`config.mk`:
```
export PLATFORM = sky130hd
export DESIGN_NAME = quarkCore
export DESIGN_NICKNAME = d
export VERILOG_FILES = /design/src/quarkPkg.sv /design/src/regFile.sv /design/src/instrDecoder.sv /design/src/intAlu.sv /design/src/retireUnit.sv /design/src/fetchSequencer.sv /design/src/quarkCore.sv
export SDC_FILE = /design/constraint.sdc
export NUM_CORES = 2
export LEC_CHECK = 0
export ABC_CLOCK_PERIOD_IN_PS = 9220
export BUFFER_PORTS_ARGS = -buffer_cell sky130_fd_sc_hd__buf_2
export CORE_MARGIN = 4
export CORE_UTILIZATION = 50
export CTS_CLUSTER_DIAMETER = 100
export CTS_CLUSTER_SIZE = 30
export DETAILED_ROUTE_END_ITERATION = 16
export HOLD_SLACK_MARGIN = 0.1
export MAX_ROUTING_LAYER = met4
export PLACE_DENSITY_LB_ADDON = 0.12
export SYNTH_ARGS = -nofsm -noshare
export SYNTH_HDL_FRONTEND = slang
export SYNTH_SLANG_ARGS = --single-unit
```
`constraint.sdc`:
```
create_clock -name clk -period 9.22 [get_ports clk]
set_clock_uncertainty 0.05 [all_clocks]
set_input_delay 0.922 -clock clk [delete_from_list [all_inputs] [get_ports clk]]
set_output_delay 0.922 -clock clk [all_outputs]
set_load 0.01 [all_outputs]
```
`src/quarkPkg.sv`:
```
/*
 * Quark RV32I shared definitions
 * Data widths, major opcodes, the two views of an instruction word
 * and the bundles passed between decoder, ALU, retire stage and sequencer
 */
package quarkPkg;

   localparam int XLEN = 32;                  // Data path width

   typedef logic [XLEN-1:0] xlenT;            // One data word
   typedef logic [4:0]      regIdT;           // Register index

   // Major opcodes taken from instruction bits 6..2
   localparam logic [4:0] OP_LOAD   = 5'b00000;
   localparam logic [4:0] OP_ALUIMM = 5'b00100;
   localparam logic [4:0] OP_AUIPC  = 5'b00101;
   localparam logic [4:0] OP_STORE  = 5'b01000;
   localparam logic [4:0] OP_ALUREG = 5'b01100;
   localparam logic [4:0] OP_LUI    = 5'b01101;
   localparam logic [4:0] OP_BRANCH = 5'b11000;
   localparam logic [4:0] OP_JALR   = 5'b11001;
   localparam logic [4:0] OP_JAL    = 5'b11011;

   // Register format view
   typedef struct packed {
      logic [6:0] funct7;
      regIdT      rs2;
      regIdT      rs1;
      logic [2:0] funct3;
      regIdT      rd;
      logic [6:0] opcode;
   } rFormatT;

   // Upper immediate view, LUI and AUIPC
   typedef struct packed {
      logic [19:0] imm20;
      regIdT       rd;
      logic [6:0]  opcode;
   } uFormatT;

   typedef union packed {
      rFormatT rFmt;
      uFormatT uFmt;
   } rvInstrT;

   typedef struct packed {
      logic       isLoad;
      logic       isStore;
      logic       isAluReg;
      logic       isAluImm;
      logic       isBranch;
      logic       isJal;
      logic       isJalr;
      logic       isLui;
      logic       isAuipc;
      logic [2:0] funct3;
      logic       aluSub;                     // SUB rather than ADD
      logic       shiftArith;                 // SRA/SRAI rather than logical
      regIdT      rd;
      xlenT       imm;                        // Immediate this opcode uses
   } decodedT;

   typedef struct packed {
      xlenT value;                            // ALU output
      xlenT addrSum;                          // rs1 + imm
      logic predicate;                        // Branch taken
      logic busy;                             // Serial shift running
   } aluResultT;

   typedef struct packed {
      xlenT       addr;
      xlenT       wdata;
      logic [3:0] wmask;
      logic       read;
   } memReqT;

endpackage

```
`src/regFile.sv`:
```
/*
 * Integer register file, 32 x 32 bits
 * Both operands are captured on the instruction latch cycle,
 * one write port, x0 hardwired to zero
 */
module regFile (
   input  logic            clk,
   input  quarkPkg::regIdT rs1Id,
   input  quarkPkg::regIdT rs2Id,
   input  logic            latch,
   input  logic            wen,
   input  quarkPkg::regIdT rd,
   input  quarkPkg::xlenT  wbData,
   output quarkPkg::xlenT  rs1,
   output quarkPkg::xlenT  rs2
);
   import quarkPkg::*;

   xlenT regs [32];

   always_ff @(posedge clk) begin
      if (wen && rd != '0) begin            // x0 never written
         regs[rd] <= wbData;
      end
   end

   // Operand capture, x0 forced to zero since its cell is never initialized
   always_ff @(posedge clk) begin
      if (latch) begin
         rs1 <= (rs1Id == '0) ? '0 : regs[rs1Id];
         rs2 <= (rs2Id == '0) ? '0 : regs[rs2Id];
      end
   end

endmodule

```
`src/instrDecoder.sv`:
```
/*
 * Instruction decoder
 * Classifies the latched word into opcode classes and builds
 * the single immediate that the opcode needs
 */
module instrDecoder (
   input  quarkPkg::rvInstrT instr,
   output quarkPkg::decodedT dec
);
   import quarkPkg::*;

   logic [4:0]  opc;                        // Major opcode
   logic [31:0] w;                          // Raw bits for immediate scatter
   xlenT        iImm;
   xlenT        sImm;
   xlenT        bImm;
   xlenT        jImm;
   xlenT        uImm;

   assign opc = instr.rFmt.opcode[6:2];     // Bits 1..0 always 11 in RV32I
   assign w   = instr;

   // Sign bit is always instruction bit 31
   assign iImm = {{21{w[31]}}, w[30:20]};
   assign sImm = {{21{w[31]}}, w[30:25], w[11:7]};
   assign bImm = {{20{w[31]}}, w[7], w[30:25], w[11:8], 1'b0};
   assign jImm = {{12{w[31]}}, w[19:12], w[20], w[30:21], 1'b0};
   assign uImm = {instr.uFmt.imm20, 12'b0};

   always_comb begin
      dec.isLoad   = (opc == OP_LOAD);
      dec.isStore  = (opc == OP_STORE);
      dec.isAluReg = (opc == OP_ALUREG);
      dec.isAluImm = (opc == OP_ALUIMM);
      dec.isBranch = (opc == OP_BRANCH);
      dec.isJal    = (opc == OP_JAL);
      dec.isJalr   = (opc == OP_JALR);
      dec.isLui    = (opc == OP_LUI);
      dec.isAuipc  = (opc == OP_AUIPC);

      dec.funct3     = instr.rFmt.funct3;
      dec.shiftArith = instr.rFmt.funct7[5];          // Bit 30
      // ADDI reuses bit 30 as immediate, so only register ops may subtract
      dec.aluSub     = instr.rFmt.funct7[5] & dec.isAluReg;
      dec.rd         = instr.rFmt.rd;

      case (opc)
         OP_LUI,
         OP_AUIPC:  dec.imm = uImm;
         OP_STORE:  dec.imm = sImm;
         OP_BRANCH: dec.imm = bImm;
         OP_JAL:    dec.imm = jImm;
         default:   dec.imm = iImm;                   // ALU imm, load, JALR
      endcase
   end

endmodule

```
`src/intAlu.sv`:
```
/*
 * Integer ALU
 * Adder, one 33-bit subtractor shared by SUB and every compare,
 * logic ops, a one-bit-per-cycle shifter and the branch predicate
 */
module intAlu (
   input  logic                clk,
   input  logic                mem_rstrb,
   input  logic                start,
   input  quarkPkg::decodedT   dec,
   input  quarkPkg::xlenT      rs1,
   input  quarkPkg::xlenT      rs2,
   output quarkPkg::aluResultT res
);
   import quarkPkg::*;

   xlenT        in2;                        // Second operand
   xlenT        plus;
   logic [32:0] minus;
   logic        lt;
   logic        ltu;
   logic        eq;
   logic        isShift;
   xlenT        aluOut;
   logic        pred;
   xlenT        shReg;                      // Shift working register
   logic [4:0]  shamt;                      // Remaining shift steps

   assign in2 = (dec.isAluReg || dec.isBranch) ? rs2 : dec.imm;

   assign plus  = rs1 + in2;
   assign minus = {1'b1, ~in2} + {1'b0, rs1} + 33'd1;   // rs1 - in2, borrow in bit 32
   assign ltu   = minus[32];
   assign lt    = (rs1[31] ^ in2[31]) ? rs1[31] : minus[32];
   assign eq    = (minus[31:0] == '0);

   assign isShift = (dec.funct3[1:0] == 2'b01);    // SLL, SRL, SRA

   always_comb begin
      case (dec.funct3)
         3'b000:  aluOut = dec.aluSub ? minus[31:0] : plus;
         3'b010:  aluOut = {31'b0, lt};
         3'b011:  aluOut = {31'b0, ltu};
         3'b100:  aluOut = rs1 ^ in2;
         3'b110:  aluOut = rs1 | in2;
         3'b111:  aluOut = rs1 & in2;
         default: aluOut = shReg;                  // Shifts read the serial result
      endcase
   end

   // Branch conditions
   always_comb begin
      case (dec.funct3)
         3'b000:  pred = eq;                       // BEQ
         3'b001:  pred = ~eq;                      // BNE
         3'b100:  pred = lt;                       // BLT
         3'b101:  pred = ~lt;                      // BGE
         3'b110:  pred = ltu;                      // BLTU
         3'b111:  pred = ~ltu;                     // BGEU
         default: pred = 1'b0;
      endcase
   end

   always_ff @(posedge clk) begin
      if (mem_rstrb) begin
         shamt <= '0;
      end else if (start && isShift) begin
         shamt <= in2[4:0];
      end else if (shamt != '0) begin
         shamt <= shamt - 5'd1;
      end
   end

   // One bit per cycle, arithmetic right shift replicates the sign
   always_ff @(posedge clk) begin
      if (start && isShift) begin
         shReg <= rs1;
      end else if (shamt != '0) begin
         shReg <= dec.funct3[2] ? {dec.shiftArith & shReg[31], shReg[31:1]}
                                : {shReg[30:0], 1'b0};
      end
   end

   assign res.value     = aluOut;
   assign res.addrSum   = plus;                    // Same adder, imm is S or I form
   assign res.predicate = pred;
   assign res.busy      = (shamt != '0);

endmodule

```
`src/retireUnit.sv`:
```
/*
 * Retire stage
 * Picks the register write-back value and the next program counter
 */
module retireUnit #(
   parameter int ADDR_WIDTH = 24
) (
   input  quarkPkg::decodedT     dec,
   input  logic [ADDR_WIDTH-1:0] pc,
   input  quarkPkg::aluResultT   res,
   input  quarkPkg::xlenT        memRdata,
   output quarkPkg::xlenT        wbData,
   output logic [ADDR_WIDTH-1:0] nextPc
);
   import quarkPkg::*;

   logic [ADDR_WIDTH-1:0] pcPlus4;
   xlenT                  pcPlusImm;        // Branch, JAL and AUIPC target
   logic                  jumpImm;

   assign pcPlus4   = pc + ADDR_WIDTH'(4);
   assign pcPlusImm = xlenT'(pc) + dec.imm; // Full width so AUIPC keeps upper bits
   assign jumpImm   = dec.isJal | (dec.isBranch & res.predicate);

   always_comb begin
      if (dec.isLoad) begin
         wbData = memRdata;
      end else if (dec.isLui) begin
         wbData = dec.imm;
      end else if (dec.isAuipc) begin
         wbData = pcPlusImm;
      end else if (dec.isJal || dec.isJalr) begin
         wbData = xlenT'(pcPlus4);          // Link address
      end else begin
         wbData = res.value;                // Register and immediate ALU ops
      end
   end

   always_comb begin
      if (dec.isJalr) begin
         nextPc = {res.addrSum[ADDR_WIDTH-1:1], 1'b0};
      end else if (jumpImm) begin
         nextPc = pcPlusImm[ADDR_WIDTH-1:0];
      end else begin
         nextPc = pcPlus4;                  // Also SYSTEM and unknown opcodes
      end
   end

endmodule

```
`src/fetchSequencer.sv`:
```
/*
 * Fetch and execute sequencer
 * One-hot FSM over fetch, instruction wait, execute and ALU/memory wait,
 * owns the PC, the instruction latch and the memory request
 */
module fetchSequencer #(
   parameter int          ADDR_WIDTH = 24,
   parameter logic [31:0] RESET_ADDR = 32'h0
) (
   input  logic                  clk,
   input  logic                  mem_rstrb,
   input  quarkPkg::xlenT        memRdata,
   input  logic                  memRbusy,
   input  logic                  memWbusy,
   input  quarkPkg::decodedT     dec,
   input  quarkPkg::aluResultT   res,
   input  quarkPkg::xlenT        rs2,
   input  logic [ADDR_WIDTH-1:0] nextPc,
   output logic [ADDR_WIDTH-1:0] pc,
   output quarkPkg::rvInstrT     instr,
   output quarkPkg::regIdT       rs1Id,
   output quarkPkg::regIdT       rs2Id,
   output logic                  latch,
   output logic                  wen,
   output logic                  aluStart,
   output quarkPkg::memReqT      memReq
);
   import quarkPkg::*;

   // State bit positions
   localparam int FETCH           = 0;
   localparam int WAIT_INSTR      = 1;
   localparam int EXECUTE         = 2;
   localparam int WAIT_ALU_OR_MEM = 3;

   logic [3:0] state;                       // One-hot
   rvInstrT    fetched;                     // Word on the read bus
   logic       isAlu;
   logic       needWait;

   assign fetched = memRdata;
   assign rs1Id   = fetched.rFmt.rs1;       // Indices come straight off the bus
   assign rs2Id   = fetched.rFmt.rs2;
   assign latch   = state[WAIT_INSTR] & ~memRbusy;

   assign isAlu    = dec.isAluReg | dec.isAluImm;
   assign needWait = dec.isLoad | dec.isStore | (isAlu & (dec.funct3[1:0] == 2'b01));

   assign wen = (state[EXECUTE] | state[WAIT_ALU_OR_MEM]) &
                (isAlu | dec.isLui | dec.isAuipc | dec.isJal | dec.isJalr | dec.isLoad);
   assign aluStart = state[EXECUTE] & isAlu;

   // Memory request, PC during fetch, data address afterwards
   assign memReq.addr  = (state[FETCH] | state[WAIT_INSTR]) ? xlenT'(pc) : res.addrSum;
   assign memReq.wdata = rs2;
   assign memReq.wmask = {4{state[EXECUTE] & dec.isStore}};   // Word stores only
   assign memReq.read  = state[FETCH] | (state[EXECUTE] & dec.isLoad);

   always_ff @(posedge clk) begin
      if (mem_rstrb) begin
         state <= 4'(1 << WAIT_ALU_OR_MEM);  // Drain any pending write first
         pc    <= RESET_ADDR[ADDR_WIDTH-1:0];
      end else begin
         case (1'b1)
            state[WAIT_INSTR]: begin
               if (!memRbusy) state <= 4'(1 << EXECUTE);
            end
            state[EXECUTE]: begin
               pc    <= nextPc;
               state <= needWait ? 4'(1 << WAIT_ALU_OR_MEM) : 4'(1 << FETCH);
            end
            state[WAIT_ALU_OR_MEM]: begin
               if (!res.busy && !memRbusy && !memWbusy) state <= 4'(1 << FETCH);
            end
            default: state <= 4'(1 << WAIT_INSTR);   // FETCH
         endcase
      end
   end

   always_ff @(posedge clk) begin
      if (latch) begin
         instr <= fetched;
      end
   end

endmodule

```
`src/quarkCore.sv`:
```
/*
 * Quark RV32I core, top level
 * Ties sequencer, decoder, ALU, retire stage and register file
 * to one shared instruction/data memory port
 */
module quarkCore #(
   parameter int          ADDR_WIDTH = 24,
   parameter logic [31:0] RESET_ADDR = 32'h0
) (
   input  logic             clk,
   input  logic             mem_rstrb,
   input  quarkPkg::xlenT   memRdata,
   input  logic             memRbusy,
   input  logic             memWbusy,
   output quarkPkg::memReqT memReq
);
   import quarkPkg::*;

   rvInstrT               instr;
   decodedT               dec;
   aluResultT             res;
   xlenT                  rs1;
   xlenT                  rs2;
   xlenT                  wbData;
   regIdT                 rs1Id;
   regIdT                 rs2Id;
   logic                  latch;
   logic                  wen;
   logic                  aluStart;
   logic [ADDR_WIDTH-1:0] pc;
   logic [ADDR_WIDTH-1:0] nextPc;

   fetchSequencer #(
      .ADDR_WIDTH (ADDR_WIDTH),
      .RESET_ADDR (RESET_ADDR)
   ) fetchSequencer_inst (
      .clk, .mem_rstrb, .memRdata, .memRbusy, .memWbusy,
      .dec, .res, .rs2, .nextPc, .pc, .instr,
      .rs1Id, .rs2Id, .latch, .wen, .aluStart, .memReq
   );

   instrDecoder instrDecoder_inst (.instr, .dec);

   regFile regFile_inst (
      .clk, .rs1Id, .rs2Id, .latch, .wen,
      .rd (dec.rd), .wbData, .rs1, .rs2
   );

   intAlu intAlu_inst (
      .clk, .mem_rstrb, .start (aluStart), .dec, .rs1, .rs2, .res
   );

   retireUnit #(
      .ADDR_WIDTH (ADDR_WIDTH)
   ) retireUnit_inst (
      .dec, .pc, .res, .memRdata, .wbData, .nextPc
   );

endmodule

```
==> flow_summary_export.csv <==
group,metric,value,unit
clock_network,numCtsBuffers,48,
timing,worst_slew_pin_slew,1.42,ns
outcome,status,"finished, final reports clean",
setup_path,critPathMaxStageDelay,1.01,ns
yosys,yosysSeqAreaShare,55.7,%
setup_path,path_class,"reg -> reg",
clock_network,clk_latency,0.69,ns
floorplan,initial_core_util,50.3,%
setup_path,endpoint_kind,"flip-flop",
global_route,grt_pass1_vias,38796,
timing,setup-tns-final,0,ns
clock_network,postCtsSetupRepairBufs,0,
placement,gp_congestion,1.04,
setup_path,cp_max_fo,32,
power_and_ir_drop,switching_share,30.8,%
power_and_ir_drop,power_leakage,22.2,nW
setup_path,crit_arrival,8.32,ns
route,antenna_left,0,
clock_network,path_clk_slew,0.12,ns
power_and_ir_drop,power_density,181,mW/mm²
power_and_ir_drop,pwr-share-clk,22.5,%
route,vias_per_cell,7.02,
final_layout,finalNetCount,4224,
floorplan,die_h,364,µm
global_route,grt_pass1_wl,293000,µm
clock_network,cts.sinks,1183,
power_and_ir_drop,power_switching,3.75,mW
yosys,synth-main-ff-cell,"edfxtp_1",
job,cap_viol_max_count,0,
timing,setup_viol,0,
setup_path,worstSetupStartpointType,"flip-flop",
final_layout,syn2layout_area_growth,6.81,%
timing,rsz0062_at_grt,"no",
timing,fin_crit_sh,87.2,%
floorplan,die_x,364,µm
placement,placed_area,0.0660,mm²
floorplan,io_pins,105,
route,vias,40287,
power_and_ir_drop,pwr-share-seq,54.4,%
clock_network,cts_root_buffer,"clkbuf_16",
clock_network,ctsResizeCount,0,
floorplan,die-area,0.132,mm²
yosys,yosys-top-cells-area,"edfxtp_1 55%, mux4_2 23%, ha_1 2.4%, mux2i_1 1.8%, nor2_1 1.8%",
yosys,synth_edf_count,1150,
final_layout,drive_above_1_share,25.4,%
yosys,yosys.area.top_type,"edfxtp_1",
route,drtIter0Drc,5708,
timing,fmax,0.124,GHz
route,wirelength,208000,µm
placement,dp_hpwl,131000,µm
yosys,avgSynthCellArea,15.5,µm²
power_and_ir_drop,combPwrFrac,23.1,%
route,first_pass_iters,6,
global_route,antenna_found_initial,9,
yosys,ys_warn_count,0,
power_and_ir_drop,p_total,12.2,mW
timing,final-hold-violation-count,0,
clock_network,htreeDepth,2,
final_layout,final_area,0.0675,mm²
power_and_ir_drop,cell_internal_pwr,8.45,mW
yosys,yosysTopAreaCellShare,54.6,%
yosys,syn_inst,4068,
final_layout,fillers,10166,
yosys,ys_seq_elements,1183,
placement,port-buffer-count,104,
hold_path,hold_path.class,"in -> reg",
yosys,synth-async-reset-ratio,0,%
power_and_ir_drop,ir_drop,0.159,mV
clock_network,cts_tree,"done",
setup_path,crit_chain,"nor2b_1 -> nand2_1 -> nor2_1 -> nand2_1 -> nand2_1 -> a21oi_1 -> nand2_1 -> o21a_1 -> inv_1 -> ha_1 -> inv_1 -> a21oi_1 -> o21ai_1 -> a21oi_1 -> inv_1 -> nor2_2 -> nor2b_1 -> o21ai_0 -> and3_1 -> nor4_1 -> a311oi_1 -> a21oi_1 -> o31ai_4",
clock_network,clock_path_buffers,3,
yosys,synth_cell_types,104,
setup_path,cp_slowest_cell,"o31ai_4",
yosys,netlist_area,0.0632,mm²
route,wl_per_cell,36.3,µm
global_route,track_usage,32.4,%
floorplan,core_area,0.126,mm²
route,drc,0,
timing,slew_headroom,5.37,%
timing,finalCriticalPeriod,8.04,ns
timing,slew_viol_final,0,
clock_network,cts_hold_buf,0,
global_route,overflow,0,
setup_path,crit_required,9.50,ns
global_route,grt_max_degree,117,
floorplan,rows,130,
[sequential cells by signal, summed over array words and instances (netlist names)]
register,flops
regFile_inst.regs,1024
intAlu_inst.shReg,32
regFile_inst.rs1,32
regFile_inst.rs2,32
fetchSequencer_inst.instr,30
fetchSequencer_inst.pc,24
intAlu_inst.shamt,5
fetchSequencer_inst.state,4
[worst paths after layout]
path	end	depth (start not counted)	slack, ns	start
worst max-delay path	regFile_inst.regs[19][27]	23	1.18	fetchSequencer_inst.instr[4]
worst min-delay path	fetchSequencer_inst.instr[27]	1	0.37	memRdata[27]
worst max register to register	regFile_inst.regs[19][27]	23	1.18	fetchSequencer_inst.instr[4]
worst min register to register	fetchSequencer_inst.state[0]	2	0.51	fetchSequencer_inst.state[0]
[layout by cell type, fill, tap and decap left out, types with 94 or more instances in the layout]
cell / Yosys / layout
a21oi_1: 182 / 174
ha_1: 123 / 123
edfxtp_1: 1150 / 1150
mux2i_1: 114 / 114
inv_1: 115 / 115
mux4_2: 640 / 640
o21ai_0: 140 / 137
nand2_1: 240 / 239
nor2_1: 300 / 276
buf_4: 5 / 106
buf_2: 15 / 94
[metrics by stage]
stage	hold WS, ns	utilization, %	worst slack, ns	cells
5_1_grt	0.336	53.7	0.533	5736
6_report	0.371	53.8	1.18	5738
2_1_floorplan	0.430	-	1.15	4099
4_1_cts	0.318	53.7	1.39	5734
3_3_place_gp	0.482	52.6	1.61	5662
3_5_place_dp	0.492	52.6	1.50	5662
[kinds of logic (layout without fill, tap and decap cells)]
kind of cell | Yosys count | count (layout) | share of synthesized area, %
mux | 765 | 765 | 24.8
xor+xnor | 104 | 104 | 1.44
other cells | 1 | 36 | 0.00593
compound gates | 649 | 649 | 6.99
simple gates | 820 | 820 | 5.90
buf+inv | 420 | 405 | 2.62
flops | 1183 | 1183 | 55.7
fa+ha+maj | 126 | 126 | 2.53
[power groups by stage]
stage	registers [mW]	clock network [mW]	logic, mW
floorplan	6.65	0	1.76
global placement	6.75	0	2.77
detailed placement	6.75	0	2.77
CTS	6.63	2.80	2.78
global route	6.65	3.01	3.00
finish	6.63	2.74	2.82
[synth_stat cells, types with 23 or more instances]
cell	number
o21a_1	24
clkbuf_1	195
o21ai_0	140
nor2b_1	24
a21oi_1	182
o22ai_1	23
mux2i_1	114
buf_1	78
xor2_1	31
xnor2_1	73
edfxtp_1	1150
a21o_1	37
nor2_1	300
nand3_1	52
nand2b_1	23
ha_1	123
nor3_1	50
dfxtp_1	33
inv_1	115
nand2_1	240
mux4_2	640
[cell type report]
| class | instances | area (µm²) | share of cell area (%) |
|---|---|---|---|
| Tap cell | 1650 | 2060 | 3.06 |
| Multi-Input combinational cell | 2496 | 26900 | 39.8 |
| Clock buffer | 61 | 1270 | 1.88 |
| Antenna cell | 4 | 10.0 | 0.0148 |
| Inverter | 122 | 458 | 0.678 |
| Timing Repair Buffer | 211 | 1450 | 2.15 |
| Clock inverter | 11 | 186 | 0.276 |
| Sequential cell | 1183 | 35200 | 52.1 |
[metal layers]
| layer | up-vias | GRT usage [%] | share of wire [%] |
|---|---|---|---|
| li1 | 16355 | - | - |
| met5 | - | - | 0 |
| met4 | 0 | 7.58 | 2.7 |
| met2 | 2325 | 49.0 | 46 |
| met1 | 21339 | 46.2 | 40 |
| met3 | 268 | 6.08 | 11 |
[worst max-delay path, delay by kind of cell (launching register included)]
family / cells / cell delay, ns
compound gates: 9 / 3.57
buf+inv: 3 / 0.40
flops: 1 / 0.59
fa+ha+maj: 1 / 0.59
simple gates: 10 / 2.44
Note: power is estimated with default switching activity, not from simulation.
